[src/verilog/bp_pkg.sv]
package bp_pkg;

  typedef logic [7:0]  byte_t;    // One byte on either pipe
  typedef logic [7:0]  sample_t;  // External sample input
  typedef logic [31:0] result_t;  // Window result, WINDOW_PRECISION bits
  typedef logic [6:0]  addr_t;    // Address field of a command byte

  // Register map
  localparam addr_t ADDR_BURST                 = 7'd0;
  localparam addr_t ADDR_PKTFIFO_RD            = 7'd1;   // Pops the FIFO
  localparam addr_t ADDR_PKTFIFO_FLUSH         = 7'd2;   // WO
  localparam addr_t ADDR_PRNG_SEED             = 7'd3;   // WO
  localparam addr_t ADDR_PKTFIFO_DEPTH         = 7'd4;   // RO
  localparam addr_t ADDR_MAX_WINDOW_LENGTH_EXP = 7'd5;   // RO
  localparam addr_t ADDR_LOGDROP_PRECISION     = 7'd6;   // RO
  localparam addr_t ADDR_MAX_SAMPLE_PERIOD_EXP = 7'd7;   // RO
  localparam addr_t ADDR_MAX_SAMPLE_JITTER_EXP = 7'd8;   // RO
  localparam addr_t ADDR_WINDOW_LENGTH_EXP     = 7'd9;   // RW
  localparam addr_t ADDR_WINDOW_SHAPE          = 7'd10;  // RW
  localparam addr_t ADDR_SAMPLE_PERIOD_EXP     = 7'd11;  // RW
  localparam addr_t ADDR_SAMPLE_JITTER_EXP     = 7'd12;  // RW
  localparam addr_t ADDR_REG_HI                = 7'd12;

  typedef enum logic {
    SHAPE_RECTANGULAR = 1'b0,
    SHAPE_LOGDROP     = 1'b1
  } window_shape_e;

  // Holds any of the MAX_*_EXP limits, the largest being 16
  typedef logic [4:0] exp_t;

  // RW configuration, 16 bits
  typedef struct packed {
    exp_t          window_length_exp;
    window_shape_e window_shape;
    exp_t          sample_period_exp;
    exp_t          sample_jitter_exp;
  } cfg_t;

endpackage

[src/verilog/bp_logger_top.sv]
`timescale 1ns/100ps

module bp_logger_top #(
  parameter int MAX_WINDOW_LENGTH_EXP = 16,
  parameter int MAX_SAMPLE_PERIOD_EXP = 16,
  parameter int MAX_SAMPLE_JITTER_EXP = 8,
  parameter int WINDOW_PRECISION      = 32,
  parameter int PKTFIFO_DEPTH         = 64
) (
  input  logic            i_clk,
  input  logic            i_reset,
  input  bp_pkg::sample_t i_sample,
  input  bp_pkg::byte_t   i_bp_data,
  input  logic            i_bp_valid,
  output logic            o_bp_ready,
  output bp_pkg::byte_t   o_bp_data,
  output logic            o_bp_valid,
  input  logic            i_bp_ready
);
  import bp_pkg::*;

  cfg_t    cfg;
  logic    cfg_wr;
  byte_t   seed_byte;
  logic    seed_valid;
  logic    strobe;
  result_t result;
  logic    result_valid;
  byte_t   pktfifo_data;
  logic    pktfifo_empty;
  logic    pktfifo_pop;
  logic    pktfifo_flush;

  sample_strobe #(
    .MAX_SAMPLE_PERIOD_EXP (MAX_SAMPLE_PERIOD_EXP),
    .MAX_SAMPLE_JITTER_EXP (MAX_SAMPLE_JITTER_EXP)
  ) u_strobe (
    .i_clk        (i_clk),
    .i_reset      (i_reset),
    .i_cfg        (cfg),
    .i_cfg_wr     (cfg_wr),
    .i_seed_byte  (seed_byte),
    .i_seed_valid (seed_valid),
    .o_strobe     (strobe)
  );

  window_accum #(
    .MAX_WINDOW_LENGTH_EXP (MAX_WINDOW_LENGTH_EXP),
    .WINDOW_PRECISION      (WINDOW_PRECISION)
  ) u_window (
    .i_clk          (i_clk),
    .i_reset        (i_reset),
    .i_cfg          (cfg),
    .i_cfg_wr       (cfg_wr),
    .i_strobe       (strobe),
    .i_sample       (i_sample),
    .o_result       (result),
    .o_result_valid (result_valid)
  );

  pkt_fifo #(
    .PKTFIFO_DEPTH (PKTFIFO_DEPTH)
  ) u_fifo (
    .i_clk          (i_clk),
    .i_reset        (i_reset),
    .i_result       (result),
    .i_result_valid (result_valid),
    .i_pop          (pktfifo_pop),
    .i_flush        (pktfifo_flush),
    .o_data         (pktfifo_data),
    .o_empty        (pktfifo_empty)
  );

  bp_reg #(
    .MAX_WINDOW_LENGTH_EXP (MAX_WINDOW_LENGTH_EXP),
    .MAX_SAMPLE_PERIOD_EXP (MAX_SAMPLE_PERIOD_EXP),
    .MAX_SAMPLE_JITTER_EXP (MAX_SAMPLE_JITTER_EXP),
    .WINDOW_PRECISION      (WINDOW_PRECISION),
    .PKTFIFO_DEPTH         (PKTFIFO_DEPTH)
  ) u_reg (
    .i_clk           (i_clk),
    .i_reset         (i_reset),
    .i_bp_data       (i_bp_data),
    .i_bp_valid      (i_bp_valid),
    .o_bp_ready      (o_bp_ready),
    .o_bp_data       (o_bp_data),
    .o_bp_valid      (o_bp_valid),
    .i_bp_ready      (i_bp_ready),
    .i_pktfifo_data  (pktfifo_data),
    .i_pktfifo_empty (pktfifo_empty),
    .o_pktfifo_pop   (pktfifo_pop),
    .o_pktfifo_flush (pktfifo_flush),
    .o_cfg           (cfg),
    .o_cfg_wr        (cfg_wr),
    .o_seed_byte     (seed_byte),
    .o_seed_valid    (seed_valid)
  );

endmodule

[src/verilog/bp_reg.sv]
`timescale 1ns/100ps

module bp_reg #(
  parameter int MAX_WINDOW_LENGTH_EXP = 16,
  parameter int MAX_SAMPLE_PERIOD_EXP = 16,
  parameter int MAX_SAMPLE_JITTER_EXP = 8,
  parameter int WINDOW_PRECISION      = 32,
  parameter int PKTFIFO_DEPTH         = 64
) (
  input  logic          i_clk,
  input  logic          i_reset,

  input  bp_pkg::byte_t i_bp_data,
  input  logic          i_bp_valid,
  output logic          o_bp_ready,
  output bp_pkg::byte_t o_bp_data,
  output logic          o_bp_valid,
  input  logic          i_bp_ready,

  input  bp_pkg::byte_t i_pktfifo_data,
  input  logic          i_pktfifo_empty,
  output logic          o_pktfifo_pop,
  output logic          o_pktfifo_flush,

  output bp_pkg::cfg_t  o_cfg,
  output logic          o_cfg_wr,
  output bp_pkg::byte_t o_seed_byte,
  output logic          o_seed_valid
);
  import bp_pkg::*;

  logic  wr_q;        // Waiting for data byte(s)
  logic  rd_q;        // Return byte owed to host
  addr_t addr_q;
  byte_t burst_q;     // Down-counter
  byte_t burst_d;
  cfg_t  cfg_q;
  cfg_t  cfg_d;
  byte_t rd_data_q;
  byte_t rd_data_d;
  logic  rd_valid_q;

  logic  in_acc;
  logic  out_acc;
  logic  cmd_wr;
  addr_t cmd_addr;
  logic  txn_begin;
  logic  do_write;
  logic  in_burst;
  logic  in_burst_rd;
  logic  burst_last;
  logic  wr_done;
  logic  rd_more;
  logic  stall;
  logic  fetch_req;
  logic  fetch_ok;
  addr_t fetch_addr;
  logic  fetch_fifo;

  always_comb begin
    in_acc      = i_bp_valid && o_bp_ready;
    out_acc     = o_bp_valid && i_bp_ready;
    cmd_wr      = i_bp_data[7];
    cmd_addr    = i_bp_data[6:0];
    txn_begin   = !wr_q && in_acc;
    do_write    = wr_q && in_acc;
    in_burst    = (burst_q != '0) && (addr_q != ADDR_BURST);
    in_burst_rd = in_burst && rd_q;
    burst_last  = (burst_q == 8'd1);
    wr_done     = do_write && (!in_burst || burst_last); // Readback after last data byte
    rd_more     = in_burst_rd && !burst_last;
    stall       = rd_q && !rd_valid_q; // Only while FIFO is empty
  end

  // Destination controls the flow
  assign o_bp_ready = i_bp_ready && !in_burst_rd && !stall;

  // Fetch a return byte, retried every cycle while stalled
  always_comb begin
    fetch_req  = (txn_begin && !cmd_wr) || wr_done || stall || (out_acc && rd_more);
    fetch_addr = txn_begin ? cmd_addr : addr_q;
    fetch_fifo = (fetch_addr == ADDR_PKTFIFO_RD);
    fetch_ok   = fetch_req && !(fetch_fifo && i_pktfifo_empty);
  end

  assign o_pktfifo_pop   = fetch_ok && fetch_fifo;
  assign o_pktfifo_flush = do_write && (addr_q == ADDR_PKTFIFO_FLUSH);
  assign o_seed_byte     = i_bp_data;
  assign o_seed_valid    = do_write && (addr_q == ADDR_PRNG_SEED);

  always_comb begin
    cfg_d = cfg_q;
    if (do_write) begin
      case (addr_q)
        ADDR_WINDOW_LENGTH_EXP: cfg_d.window_length_exp = exp_t'(i_bp_data);
        ADDR_WINDOW_SHAPE:      cfg_d.window_shape      = window_shape_e'(i_bp_data[0]);
        ADDR_SAMPLE_PERIOD_EXP: cfg_d.sample_period_exp = exp_t'(i_bp_data);
        ADDR_SAMPLE_JITTER_EXP: cfg_d.sample_jitter_exp = exp_t'(i_bp_data);
        default: ;
      endcase
    end
  end

  always_comb begin
    if (do_write && (addr_q == ADDR_BURST))
      burst_d = i_bp_data;
    else if ((do_write && in_burst) || (out_acc && in_burst_rd))
      burst_d = burst_q - 8'd1;
    else
      burst_d = burst_q;
  end

  // Read mux sees next-state values so a write returns what it stored
  always_comb begin
    rd_data_d = '0; // Out-of-range and WO locations
    if (fetch_addr <= ADDR_REG_HI) begin
      case (fetch_addr)
        ADDR_BURST:                 rd_data_d = burst_d;
        ADDR_PKTFIFO_RD:            rd_data_d = i_pktfifo_data;
        ADDR_PKTFIFO_DEPTH:         rd_data_d = byte_t'(PKTFIFO_DEPTH);
        ADDR_MAX_WINDOW_LENGTH_EXP: rd_data_d = byte_t'(MAX_WINDOW_LENGTH_EXP);
        ADDR_LOGDROP_PRECISION:     rd_data_d = byte_t'(WINDOW_PRECISION);
        ADDR_MAX_SAMPLE_PERIOD_EXP: rd_data_d = byte_t'(MAX_SAMPLE_PERIOD_EXP);
        ADDR_MAX_SAMPLE_JITTER_EXP: rd_data_d = byte_t'(MAX_SAMPLE_JITTER_EXP);
        ADDR_WINDOW_LENGTH_EXP:     rd_data_d = byte_t'(cfg_d.window_length_exp);
        ADDR_WINDOW_SHAPE:          rd_data_d = byte_t'(cfg_d.window_shape);
        ADDR_SAMPLE_PERIOD_EXP:     rd_data_d = byte_t'(cfg_d.sample_period_exp);
        ADDR_SAMPLE_JITTER_EXP:     rd_data_d = byte_t'(cfg_d.sample_jitter_exp);
        default:                    rd_data_d = '0;
      endcase
    end
  end

  always_ff @(posedge i_clk) begin
    if (i_reset) begin
      wr_q       <= 1'b0;
      rd_q       <= 1'b0;
      addr_q     <= '0;
      burst_q    <= '0;
      cfg_q      <= '0;
      rd_valid_q <= 1'b0;
      o_cfg_wr   <= 1'b0;
    end else begin
      if (txn_begin && cmd_wr)
        wr_q <= 1'b1;
      else if (wr_done)
        wr_q <= 1'b0;

      if ((txn_begin && !cmd_wr) || wr_done)
        rd_q <= 1'b1;
      else if (out_acc && !rd_more)
        rd_q <= 1'b0;

      if (txn_begin)
        addr_q <= cmd_addr;

      if (fetch_ok)
        rd_valid_q <= 1'b1;
      else if (fetch_req || out_acc)
        rd_valid_q <= 1'b0;

      burst_q  <= burst_d;
      cfg_q    <= cfg_d;
      // Lands with the new cfg value, restarts strobe and window
      o_cfg_wr <= do_write && (addr_q >= ADDR_WINDOW_LENGTH_EXP) && (addr_q <= ADDR_REG_HI);
    end
  end

  always_ff @(posedge i_clk) begin
    if (fetch_ok)
      rd_data_q <= rd_data_d;
  end

  assign o_bp_data  = rd_data_q;
  assign o_bp_valid = rd_valid_q;
  assign o_cfg      = cfg_q;

  // Return byte is held until the host takes it
  a_out_stable: assert property (@(posedge i_clk) disable iff (i_reset)
    o_bp_valid && !i_bp_ready |=> o_bp_valid && $stable(o_bp_data));

endmodule

[src/verilog/pkt_fifo.sv]
`timescale 1ns/100ps

module pkt_fifo #(
  parameter int PKTFIFO_DEPTH = 64 // Bytes, not results
) (
  input  logic            i_clk,
  input  logic            i_reset,
  input  bp_pkg::result_t i_result,
  input  logic            i_result_valid,
  input  logic            i_pop,
  input  logic            i_flush,
  output bp_pkg::byte_t   o_data,
  output logic            o_empty
);
  import bp_pkg::*;

  localparam int PTR_W = $clog2(PKTFIFO_DEPTH);
  localparam int CNT_W = $clog2(PKTFIFO_DEPTH + 1);

  byte_t            mem [PKTFIFO_DEPTH];
  logic [PTR_W-1:0] wr_ptr_q;
  logic [PTR_W-1:0] rd_ptr_q;
  logic [CNT_W-1:0] count_q;
  logic [CNT_W-1:0] free;
  logic             push;
  logic             pop;

  // Circular index advance, depth need not be a power of two
  function automatic logic [PTR_W-1:0] ptr_add(input logic [PTR_W-1:0] ptr,
                                               input int unsigned      k);
    int unsigned sum;
    sum = ptr + k;
    if (sum >= PKTFIFO_DEPTH)
      sum = sum - PKTFIFO_DEPTH;
    return PTR_W'(sum);
  endfunction

  always_comb begin
    free = CNT_W'(PKTFIFO_DEPTH) - count_q;
    push = i_result_valid && (free >= CNT_W'(4)) && !i_flush; // Whole result or nothing
    pop  = i_pop && !o_empty && !i_flush;
  end

  assign o_empty = (count_q == '0);
  assign o_data  = mem[rd_ptr_q];

  always_ff @(posedge i_clk) begin
    if (i_reset) begin
      wr_ptr_q <= '0;
      rd_ptr_q <= '0;
      count_q  <= '0;
    end else if (i_flush) begin
      wr_ptr_q <= '0;
      rd_ptr_q <= '0;
      count_q  <= '0;
    end else begin
      if (push)
        wr_ptr_q <= ptr_add(wr_ptr_q, 4);
      if (pop)
        rd_ptr_q <= ptr_add(rd_ptr_q, 1);
      count_q <= count_q + (push ? CNT_W'(4) : '0) - CNT_W'(pop);
    end
  end

  // Least significant byte goes first
  always_ff @(posedge i_clk) begin
    if (push) begin
      for (int i = 0; i < 4; i++) begin
        mem[ptr_add(wr_ptr_q, i)] <= i_result[8*i +: 8];
      end
    end
  end

  // Register block must only pop when data is present
  a_no_pop_empty: assert property (@(posedge i_clk) disable iff (i_reset)
    i_pop |-> !o_empty);

  // Host side has to keep up with the window rate
  a_no_result_drop: assert property (@(posedge i_clk) disable iff (i_reset)
    i_result_valid && !i_flush |-> free >= CNT_W'(4));

endmodule

[src/verilog/sample_strobe.sv]
`timescale 1ns/100ps

module sample_strobe #(
  parameter int MAX_SAMPLE_PERIOD_EXP = 16,
  parameter int MAX_SAMPLE_JITTER_EXP = 8
) (
  input  logic          i_clk,
  input  logic          i_reset,
  input  bp_pkg::cfg_t  i_cfg,
  input  logic          i_cfg_wr,
  input  bp_pkg::byte_t i_seed_byte,
  input  logic          i_seed_valid,
  output logic          o_strobe
);
  import bp_pkg::*;

  // Room for 2^MAX period plus a full 16b jitter
  localparam int CNT_W = MAX_SAMPLE_PERIOD_EXP + 2;
  localparam logic [15:0] LFSR_TAPS = 16'hB400;

  exp_t             period_exp;
  exp_t             jitter_exp;
  logic [15:0]      lfsr_q;
  logic [15:0]      lfsr_step;
  logic [15:0]      lfsr_seeded;
  logic [15:0]      jitter;
  logic [CNT_W-1:0] interval;
  logic [CNT_W-1:0] count_q;
  logic             reload;

  always_comb begin
    // Clamp exponents to the supported range
    period_exp = (i_cfg.sample_period_exp > exp_t'(MAX_SAMPLE_PERIOD_EXP)) ?
                 exp_t'(MAX_SAMPLE_PERIOD_EXP) : i_cfg.sample_period_exp;
    jitter_exp = (i_cfg.sample_jitter_exp > exp_t'(MAX_SAMPLE_JITTER_EXP)) ?
                 exp_t'(MAX_SAMPLE_JITTER_EXP) : i_cfg.sample_jitter_exp;
    jitter     = lfsr_q & ((16'd1 << jitter_exp) - 16'd1);
    interval   = (CNT_W'(1) << period_exp) + CNT_W'(jitter);
    lfsr_step  = {1'b0, lfsr_q[15:1]} ^ (lfsr_q[0] ? LFSR_TAPS : 16'd0);
    lfsr_seeded = {lfsr_q[7:0], i_seed_byte}; // Seed enters at the low end
    if (lfsr_seeded == 16'd0) begin
      lfsr_seeded = 16'd1; // Zero state would lock up
    end
    reload = (count_q == '0);
  end

  always_ff @(posedge i_clk) begin
    if (i_reset) begin
      count_q  <= '0;
      o_strobe <= 1'b0;
      lfsr_q   <= 16'd1;
    end else begin
      if (i_cfg_wr) begin
        count_q  <= interval - CNT_W'(1); // Restart with new config
        o_strobe <= 1'b0;
      end else if (reload) begin
        count_q  <= interval - CNT_W'(1);
        o_strobe <= 1'b1;
      end else begin
        count_q  <= count_q - CNT_W'(1);
        o_strobe <= 1'b0;
      end

      if (i_seed_valid)
        lfsr_q <= lfsr_seeded;
      else if (reload && !i_cfg_wr)
        lfsr_q <= lfsr_step; // One step per strobe
    end
  end

  // Any period above one cycle keeps strobes apart
  a_strobe_single: assert property (@(posedge i_clk) disable iff (i_reset)
    o_strobe && (period_exp != '0) |=> !o_strobe);

endmodule

[src/verilog/window_accum.sv]
`timescale 1ns/100ps

module window_accum #(
  parameter int MAX_WINDOW_LENGTH_EXP = 16,
  parameter int WINDOW_PRECISION      = 32
) (
  input  logic            i_clk,
  input  logic            i_reset,
  input  bp_pkg::cfg_t    i_cfg,
  input  logic            i_cfg_wr,
  input  logic            i_strobe,
  input  bp_pkg::sample_t i_sample,
  output bp_pkg::result_t o_result,
  output logic            o_result_valid
);
  import bp_pkg::*;

  localparam int CNT_W = MAX_WINDOW_LENGTH_EXP + 1;

  exp_t                        len_exp;
  logic [CNT_W-1:0]            last_idx;
  logic [CNT_W-1:0]            cnt_q;     // Samples taken in this window
  logic [WINDOW_PRECISION-1:0] acc_q;
  logic [WINDOW_PRECISION:0]   rect_sum;  // Carry bit kept for overflow check
  logic [WINDOW_PRECISION-1:0] drop_sum;
  logic [WINDOW_PRECISION-1:0] acc_next;
  logic                        logdrop;
  logic                        window_end;

  always_comb begin
    len_exp  = (i_cfg.window_length_exp > exp_t'(MAX_WINDOW_LENGTH_EXP)) ?
               exp_t'(MAX_WINDOW_LENGTH_EXP) : i_cfg.window_length_exp;
    last_idx = (CNT_W'(1) << len_exp) - CNT_W'(1);
    logdrop  = (i_cfg.window_shape == SHAPE_LOGDROP);

    rect_sum = {1'b0, acc_q} + (WINDOW_PRECISION+1)'(i_sample);
    // Leaky sum, drops 1/2^L of itself per sample
    drop_sum = acc_q - (acc_q >> len_exp) + WINDOW_PRECISION'(i_sample);
    acc_next = logdrop ? drop_sum : rect_sum[WINDOW_PRECISION-1:0];

    window_end = i_strobe && (cnt_q == last_idx);
  end

  always_ff @(posedge i_clk) begin
    if (i_reset) begin
      cnt_q          <= '0;
      acc_q          <= '0;
      o_result_valid <= 1'b0;
    end else begin
      o_result_valid <= window_end && !i_cfg_wr;
      if (i_cfg_wr) begin
        cnt_q <= '0;
        acc_q <= '0;
      end else if (i_strobe) begin
        cnt_q <= window_end ? '0 : cnt_q + CNT_W'(1);
        if (window_end && !logdrop)
          acc_q <= '0; // Rectangular restarts each window
        else
          acc_q <= acc_next;
      end
    end
  end

  always_ff @(posedge i_clk) begin
    if (window_end)
      o_result <= result_t'(acc_next);
  end

  // WINDOW_PRECISION must cover 8 + MAX_WINDOW_LENGTH_EXP bits
  a_rect_no_overflow: assert property (@(posedge i_clk) disable iff (i_reset)
    i_strobe && !logdrop |-> !rect_sum[WINDOW_PRECISION]);

endmodule
[config.mk]
export PLATFORM = sky130hd
export DESIGN_NAME = bp_logger_top
export DESIGN_NICKNAME = d
export VERILOG_FILES = /design/src/verilog/bp_pkg.sv /design/src/verilog/bp_logger_top.sv /design/src/verilog/bp_reg.sv /design/src/verilog/pkt_fifo.sv /design/src/verilog/sample_strobe.sv /design/src/verilog/window_accum.sv
export SDC_FILE = /design/constraint.sdc
export NUM_CORES = 1
export LEC_CHECK = 0
export BUFFER_PORTS_ARGS = -buffer_cell sky130_fd_sc_hd__buf_2
export CORE_UTILIZATION = 54
export CTS_BUF_LIST = sky130_fd_sc_hd__clkbuf_4 sky130_fd_sc_hd__clkbuf_8
export CTS_CLUSTER_SIZE = 24
export DETAILED_ROUTE_END_ITERATION = 8
export PLACE_DENSITY = 0.7
export SETUP_SLACK_MARGIN = 0.2
export SLEW_MARGIN = 0
export SYNTH_ARGS = -nofsm -noshare
export SYNTH_HDL_FRONTEND = slang
export SYNTH_SLANG_ARGS = --single-unit
[constraint.sdc]
create_clock -name i_clk -period 5.8 [get_ports i_clk]
set_input_delay 0 -clock i_clk [delete_from_list [all_inputs] [get_ports i_clk]]
set_output_delay 0 -clock i_clk [all_outputs]
set_load 0.01 [all_outputs]
; ---- After elaboration in Yosys (flattened, before gate mapping)
; Memory sizes are Yosys's and may differ from the RTL's. A register that Yosys moved wholly into a read port is not among the register bits.
; Cells that the tools add are included.
[word_totals]
ff_bits = 179
latchBits = 0
ram_bits = 512
mem_bits_ro = 0
input_bits = 20
mem_count = 1
[classes]
addsub = 24
mul = 0
div = 0
order_cmp = 13
n_eq_ne = 18
n_shift = 4
muxes = 43
bitwise = 2
reduce_logical = 66
[memory_table]
columns = name, words, width, rd, rd_clocked_by_memory_dff, wr, line_no
row1 = u_fifo.mem, 64, 8, 1, 1, 4, pkt_fifo.sv:20  ; byte_t mem [PKTFIFO_DEPTH];
[ops]
columns = op, count
row1 = 2-to-1 mux 16 bit, 5
row2 = case mux 8 bit (10 select lines), 1
row3 = 2-to-1 mux 6 bit, 12
row4 = adder 32 x 8 -> 32 bit, 2
row5 = 2-to-1 mux 32 bit, 2
row6 = "equality test 7 x 4 -> 1 bit, second input constant", 9
row7 = 2-to-1 mux 18 bit, 2
row8 = "subtractor 18 x 1 -> 18 bit, second input constant", 2
row9 = "subtractor 6 x 1 -> 6 bit, second input constant", 6
row10 = "greater-or-equal comparator 7 bit, second input constant", 5
row11 = logical AND 1 bit, 33
row12 = right shift 32 x 5 -> 32 bit, 1
row13 = subtractor 32 bit, 1
row14 = 2-to-1 mux 5 bit, 6
row15 = "equality test 7 x 3 -> 1 bit, second input constant", 4
row16 = logical NOT 7 bit, 3
row17 = adder 18 x 16 -> 18 bit, 1
row18 = logical NOT 18 bit, 1
row19 = "left shift 1 x 5 -> 18 bit, first input constant", 1
row20 = "adder 17 x 1 -> 17 bit, second input constant", 1
row21 = equality test 17 bit, 1
row22 = 2-to-1 mux 17 bit, 1
row23 = "left shift 1 x 5 -> 17 bit, first input constant", 1
row24 = "subtractor 17 x 2 -> 17 bit, second input constant", 1
row25 = other kinds (31), 68

; ---- Depth between registers and ports, before layout
[logic_depth]
word_depth = 18
mapped_depth = 24

; ---- Cells and area by module
; From an unflattened synthesis, not the netlist that was laid out.
[unflattened]
cells_unflattened = 2663
area_unflattened_um2 = 34822.1
[by_module_without_submodules]
columns = mod, instances, cells_each, area_per_inst_um2, seq_area_each_um2
row1 = pkt_fifo, 1, 976, 20890.0, 15835.2
row2 = window_accum, 1, 980, 8097.8, 1961.9
row3 = sample_strobe, 1, 403, 3195.6, 700.7
row4 = bp_reg, 1, 304, 2638.8, 940.9

; ---- Worst setup path before layout
; OpenSTA, ideal clock, no wires.
[synth_path]
path_kind = register -> register
from = register u_reg.cfg_q (netlist bit u_reg.o_cfg[11])
to = register u_window.o_result[28], data pin
arrival_ns = 5.016
required_time_ns = 5.530
setup_slack_ns = 0.514
path_stages_with_launch = 23
path_buffers = 3
synth_period_minus_slack_ns = 5.286
path_cell_list = dfxtp_1 -> clkbuf_1 -> nor2b_1 -> clkbuf_1 -> buf_1 -> mux2i_1 -> mux2i_1 -> mux2i_1 -> a21oi_1 -> a21oi_1 -> or2_2 -> fa_1 -> inv_1 -> fa_1 -> nand2b_1 -> a21oi_1 -> o211ai_1 -> a31o_2 -> o21ai_0 -> a32o_1 -> nor4b_1 -> a211oi_1 -> a21oi_1
[synth_between]
elab_chain_len = 6
[synth_lines]
columns = element, line_no
row1 = start: declaration, bp_reg.sv:37  ; cfg_t cfg_q;
row2 = start signal: assignment, bp_reg.sv:163  ; cfg_q <= cfg_d;
row3 = greater-than comparator 5 bit, window_accum.sv:31  ; len_exp = (i_cfg.window_length_exp > exp_t'(MAX_WINDOW_LENGTH_EXP)) ?
row4 = 2-to-1 mux 5 bit (*), window_accum.sv:31
row5 = right shift 32 x 5 -> 32 bit (*), window_accum.sv:38  ; drop_sum = acc_q - (acc_q >> len_exp) + WINDOW_PRECISION'(i_sample);
row6 = subtractor 32 bit (*), window_accum.sv:38
row7 = adder 32 x 8 -> 32 bit (*), window_accum.sv:38
row8 = 2-to-1 mux 32 bit (*), window_accum.sv:39  ; acc_next = logdrop ? drop_sum : rect_sum[WINDOW_PRECISION-1:0];
row9 = net u_window.acc_next[28], window_accum.sv:26  ; logic [WINDOW_PRECISION-1:0] acc_next;
row10 = end signal: assignment, window_accum.sv:66  ; o_result <= result_t'(acc_next);
row11 = end: declaration, window_accum.sv:13  ; output bp_pkg::result_t o_result,
; The timed path passes the listed nets; every way through them passes the cells marked *.
; A chain may end at the register's enable or synchronous reset.

; ---- Final worst setup path
[layout_path]
from = register u_reg.cfg_q (netlist bit u_reg.o_cfg[11])
to = register u_window.o_result[30], data pin
; The elaborated chain is that of the path after synthesis.

==> results summary <==
Hold is met by 0.08157 ns. The routed design has roughly 80000 µm of wire. The synthesized cell area came out at roughly 34000 µm².

The post-route total power is between 0.01 and 0.015 W. The commonest cells after synthesis are 552 x sky130_fd_sc_hd__edfxtp_1, 218 x sky130_fd_sc_hd__nor2_1, 168 x sky130_fd_sc_hd__mux4_2. At the later pin of the worst-skew pair, clock insertion delay measures roughly 0.74 ns.

The clock period could shrink to around 5.2 ns. After detailed routing, the average wire length per cell comes to 23.16 µm. The number of top-level pins came out at 30. The number of cells produced by synthesis came out at approximately 2500. The critical-path maximum fanout came out at 12. CTS saw approximately 700 sinks. The type of destination of the critical path is a flop.

The path class of the tightest hold or removal check is in -> reg. The residual antenna-violating net count after detailed routing came out at 0. The critical path contains buffers and inverters numbering 2 combined. The maximum vdd drop is around 180 µV. The average footprint of a synthesized cell came out at approximately 13 µm².

By startpoint and endpoint, the worst setup path is classified as reg -> reg. Entering global routing, the biggest net connects between 70 and 80 pins. The worst max-slew margin expressed relative to the limit is a little under a fifth. The post-detailed-placement half-perimeter wirelength came out at 52740 µm. The flow ran to the end, and the final reports show no timing, DRC or antenna violations. The most used flip-flop cell after synthesis is sky130_fd_sc_hd__edfxtp_1. Of all flip-flops after synthesis, the portion carrying an async set or reset was 0%. The fraction of power consumed by combinational cells came out at 10.9%.

The area of the die came out at between 60000 and 70000 µm². The number of global-route vias before repair came out at ~22000. After synthesis, flip-flops and latches occupy a little under three fifths of the total area. The number of rows created at floorplan came out at 91. The routability congestion estimate from global placement came out at 0.9839.

TritonCTS built the clock tree. The area fraction of the dominant cell type after synthesis is 48.79%. Of all cell types, the one taking the most synthesized area is sky130_fd_sc_hd__edfxtp_1.

In this run, the number of DRC markers left after iteration 0 of detailed routing was approximately 2100. The number of port buffers is 29. The overall routing resource usage is 26.02%. The clock network fraction of total power came out at 38.2%.

The number of detailed-routing iterations run before antenna repair is 5. The highest clock frequency the design can meet came out at around 190 MHz. In this run, CTS created clock tree buffers numbering roughly 110. The delay of the slowest cell on the worst path is about 0.44 ns.

Among all stages on the critical path, the largest delay is contributed by sky130_fd_sc_hd__fa_1. The number of vias in the routed layout came out at around 22000. Yosys printed 0 warnings.

The total congestion overflow came out at 0. The footprint of the multi-input gates is between 10000 and 15000 µm². Traced cell by cell, the critical path runs through nor2b_4 > buf_4 > mux2i_1 > mux2i_1 > mux2i_1 > a211oi_1 > a21oi_1 > fa_1 > ha_1 > a21o_1 > or3_1 > o211ai_1 > a31o_2 > o21ai_0 > buf_4 > a32o_1 > a221oi_1 > xnor2_1 > a21oi_1.

The deepest level of the CTS H-tree is 3. The post-route clock skew came out at ~0.054 ns. The kind of cell with the highest combined delay along the critical path is compound AO/OA/AOI/OAI gates. The number of synthesized flops with an enable pin came out at around 550. The number of buffers on the longest clock path is 3. The final count of pins violating max slew is 0.

The filler cells instantiated in the layout total between 4000 and 5000. The slew at the pin closest to its max-slew limit is approximately 1.2 ns. The core region is 61940 µm². The share of the clock period used by the worst path came out at 89.90%. The final sum of negative setup slack came out at 0 ns.

After the last flow step, the layout net total stands at about 2700. The growth of design area from synthesis to finish came out at 10.89%. The leakage dissipation is around 13 nW.

The max-cap violation count is 0. sky130_fd_sc_hd__edfxtp_1 is the most common cell in the netlist. The switching power total came out at about 0.0029 W. The first-pass GRT wire length came out at between 100000 and 150000 µm.

The number of DRC violations after detailed routing is 0. The flop and latch count out of synthesis came out at 695. The sequential cells in the finished layout cover a total of 19450 µm². The number of failing setup endpoints in the final timing report is 0. The switching share of power came out at about a quarter.

The post-synthesis cell type count is just over 80. The number of antenna violations at the first check in global routing is 1. In the post-synthesis netlist, the biggest area contributors are sky130_fd_sc_hd__edfxtp_1 49%, sky130_fd_sc_hd__mux4_2 11%, sky130_fd_sc_hd__dfxtp_1 8.4%. In the final layout, the share of cells above drive strength 1 is a little under a fifth. The signal arrival time at the worst endpoint is roughly 5.6 ns.

The die span in y came out at 252.8 µm. The sequential power share is approximately half. Setup repair after global routing left no endpoint under its margin. The cell that appears most often on the critical path is sky130_fd_sc_hd__mux2i_1.

In the routed layout, each cell is associated on average with a via count of 6.146. The starting utilization of the core area is 54.85%. The worst setup path is launched from a flop. The final design utilization is between 60% and 70%. At the worst endpoint, the required time is ~6.2 ns. The clock-pin slew reported for the worst setup and hold paths after clock tree synthesis came out at approximately 0.060 ns. The ratio of total power to cell area came out at 296.6 nW/µm². The clock tree root driver cell is sky130_fd_sc_hd__clkbuf_8. In this run the register-to-register setup slack is 0.59 ns. The number of hold-slack violations in the final timing report came to 0. The cell internal power dissipation came out at between 0.008 and 0.009 W.

The die span in x is 252.8 µm.
-- logic make-up (layout without fill, tap and decap cells) --
| logic type | Yosys count | in the layout | synth area share [%] |
|---|---|---|---|
| other | 1 | 6 | 0.01104 |
| xor gates and xnor gates | 125 | 125 | 3.223 |
| AOI/OAI and AO/OA | 413 | 413 | 7.933 |
| muxes | 291 | 291 | 14.78 |
| and+or+nand+nor | 649 | 649 | 9.392 |
| buffers and inverters | 226 | 394 | 2.667 |
| adders and majority gates | 123 | 123 | 4.773 |
| DFF | 695 | 695 | 57.22 |
-- layout by cell type (no fill, tap or decap), drive strengths merged, types with 90 or more instances in the layout --
master / n
edfxtp: 552
nor2: 218
mux4: 168
clkbuf: 152
nand2: 148
dfxtp: 143
mux2i: 118
a21oi: 116
ha: 112
buf: 90
-- worst paths after layout --
check                                                        to                            from  depth (start not counted)
worst min register to register   u_strobe.count_q[0]$_SDFF_PP0_  u_strobe.count_q[0]$_SDFF_PP0_                          1
worst max register to register  u_window.o_result[30]$_DFFE_PN_      u_reg.o_cfg[11]$_SDFF_PP0_                         19
worst max-delay path            u_window.o_result[30]$_DFFE_PN_      u_reg.o_cfg[11]$_SDFF_PP0_                         19
worst min-delay path             u_window.o_result[5]$_DFFE_PN_                     i_sample[5]                          4
-- sequential cells by signal, summed over array words and instances (netlist names), 4 cells and up, named ones only --
name,flops
u_fifo.count_q,7
u_window.cnt_q,17
u_strobe.lfsr_q,16
u_reg.o_bp_data,8
u_fifo.rd_ptr_q,6
u_reg.o_cfg,16
u_reg.addr_q,7
u_fifo.mem,512
u_strobe.count_q,18
u_window.acc_q,32
u_window.o_result,32
u_reg.burst_q,8
u_fifo.wr_ptr_q,4
-- worst register-to-register path, delay by kind of cell (launching register included) --
family | cells | cell delay [ns]
DFF | 1 | 0.34
and+or+nand+nor | 2 | 0.69
xor gates and xnor gates | 1 | 0.19
adders and majority gates | 2 | 0.79
muxes | 3 | 0.51
buffers and inverters | 2 | 0.43
AOI/OAI and AO/OA | 9 | 1.96
-- layout make-up --
class | count | share of cell area [%]
diodes | 1 | 0.006643
clock buffers | 152 | 5.005
clock inverters | 51 | 1.043
inverters | 82 | 0.8171
multi-input cells | 1606 | 36.56
flip-flops and latches | 695 | 51.64
well taps | 837 | 2.780
repair buffers | 109 | 2.149
-- power by group through the flow --
stage / clock, W / sequential, W / combinational [W]
floorplan: 0 / 0.00570 / 0.000943
global placement: 0 / 0.00578 / 0.00116
detailed placement: 0 / 0.00579 / 0.00119
CTS: 0.00433 / 0.00568 / 0.00121
global route: 0.00454 / 0.00570 / 0.00135
finish: 0.00427 / 0.00568 / 0.00122
-- metal layers --
| metal | wire length, µm | global-route usage (%) |
|---|---|---|
| met1 | 35150 | 35.94 |
| met2 | 39730 | 42.69 |
| met3 | 4910 | 3.588 |
| met4 | 2030 | 8.502 |
| met5 | 0 | 0 |
-- timing repair --
| item | in CTS | in global routing |
|---|---|---|
| gates resized for setup | 0 | 6 |
| hold buffers | 19 | 0 |
| buffers inserted | 0 | 9 |
| endpoints found under the hold margin | 68 | 0 |
| setup endpoints to repair | 0 | 9 |
-- stage by stage --
step	std cells	setup WS (ns)	area [µm²]
2_1_floorplan	2527	0.5140	33990
3_3_place_gp	3301	0.6019	35110
3_5_place_dp	3301	0.4337	35110
4_1_cts	3523	0.3285	37580
5_1_grt	3533	0.2144	37670
6_report	3533	0.5857	37670
Power figures use the tool's default switching activity.
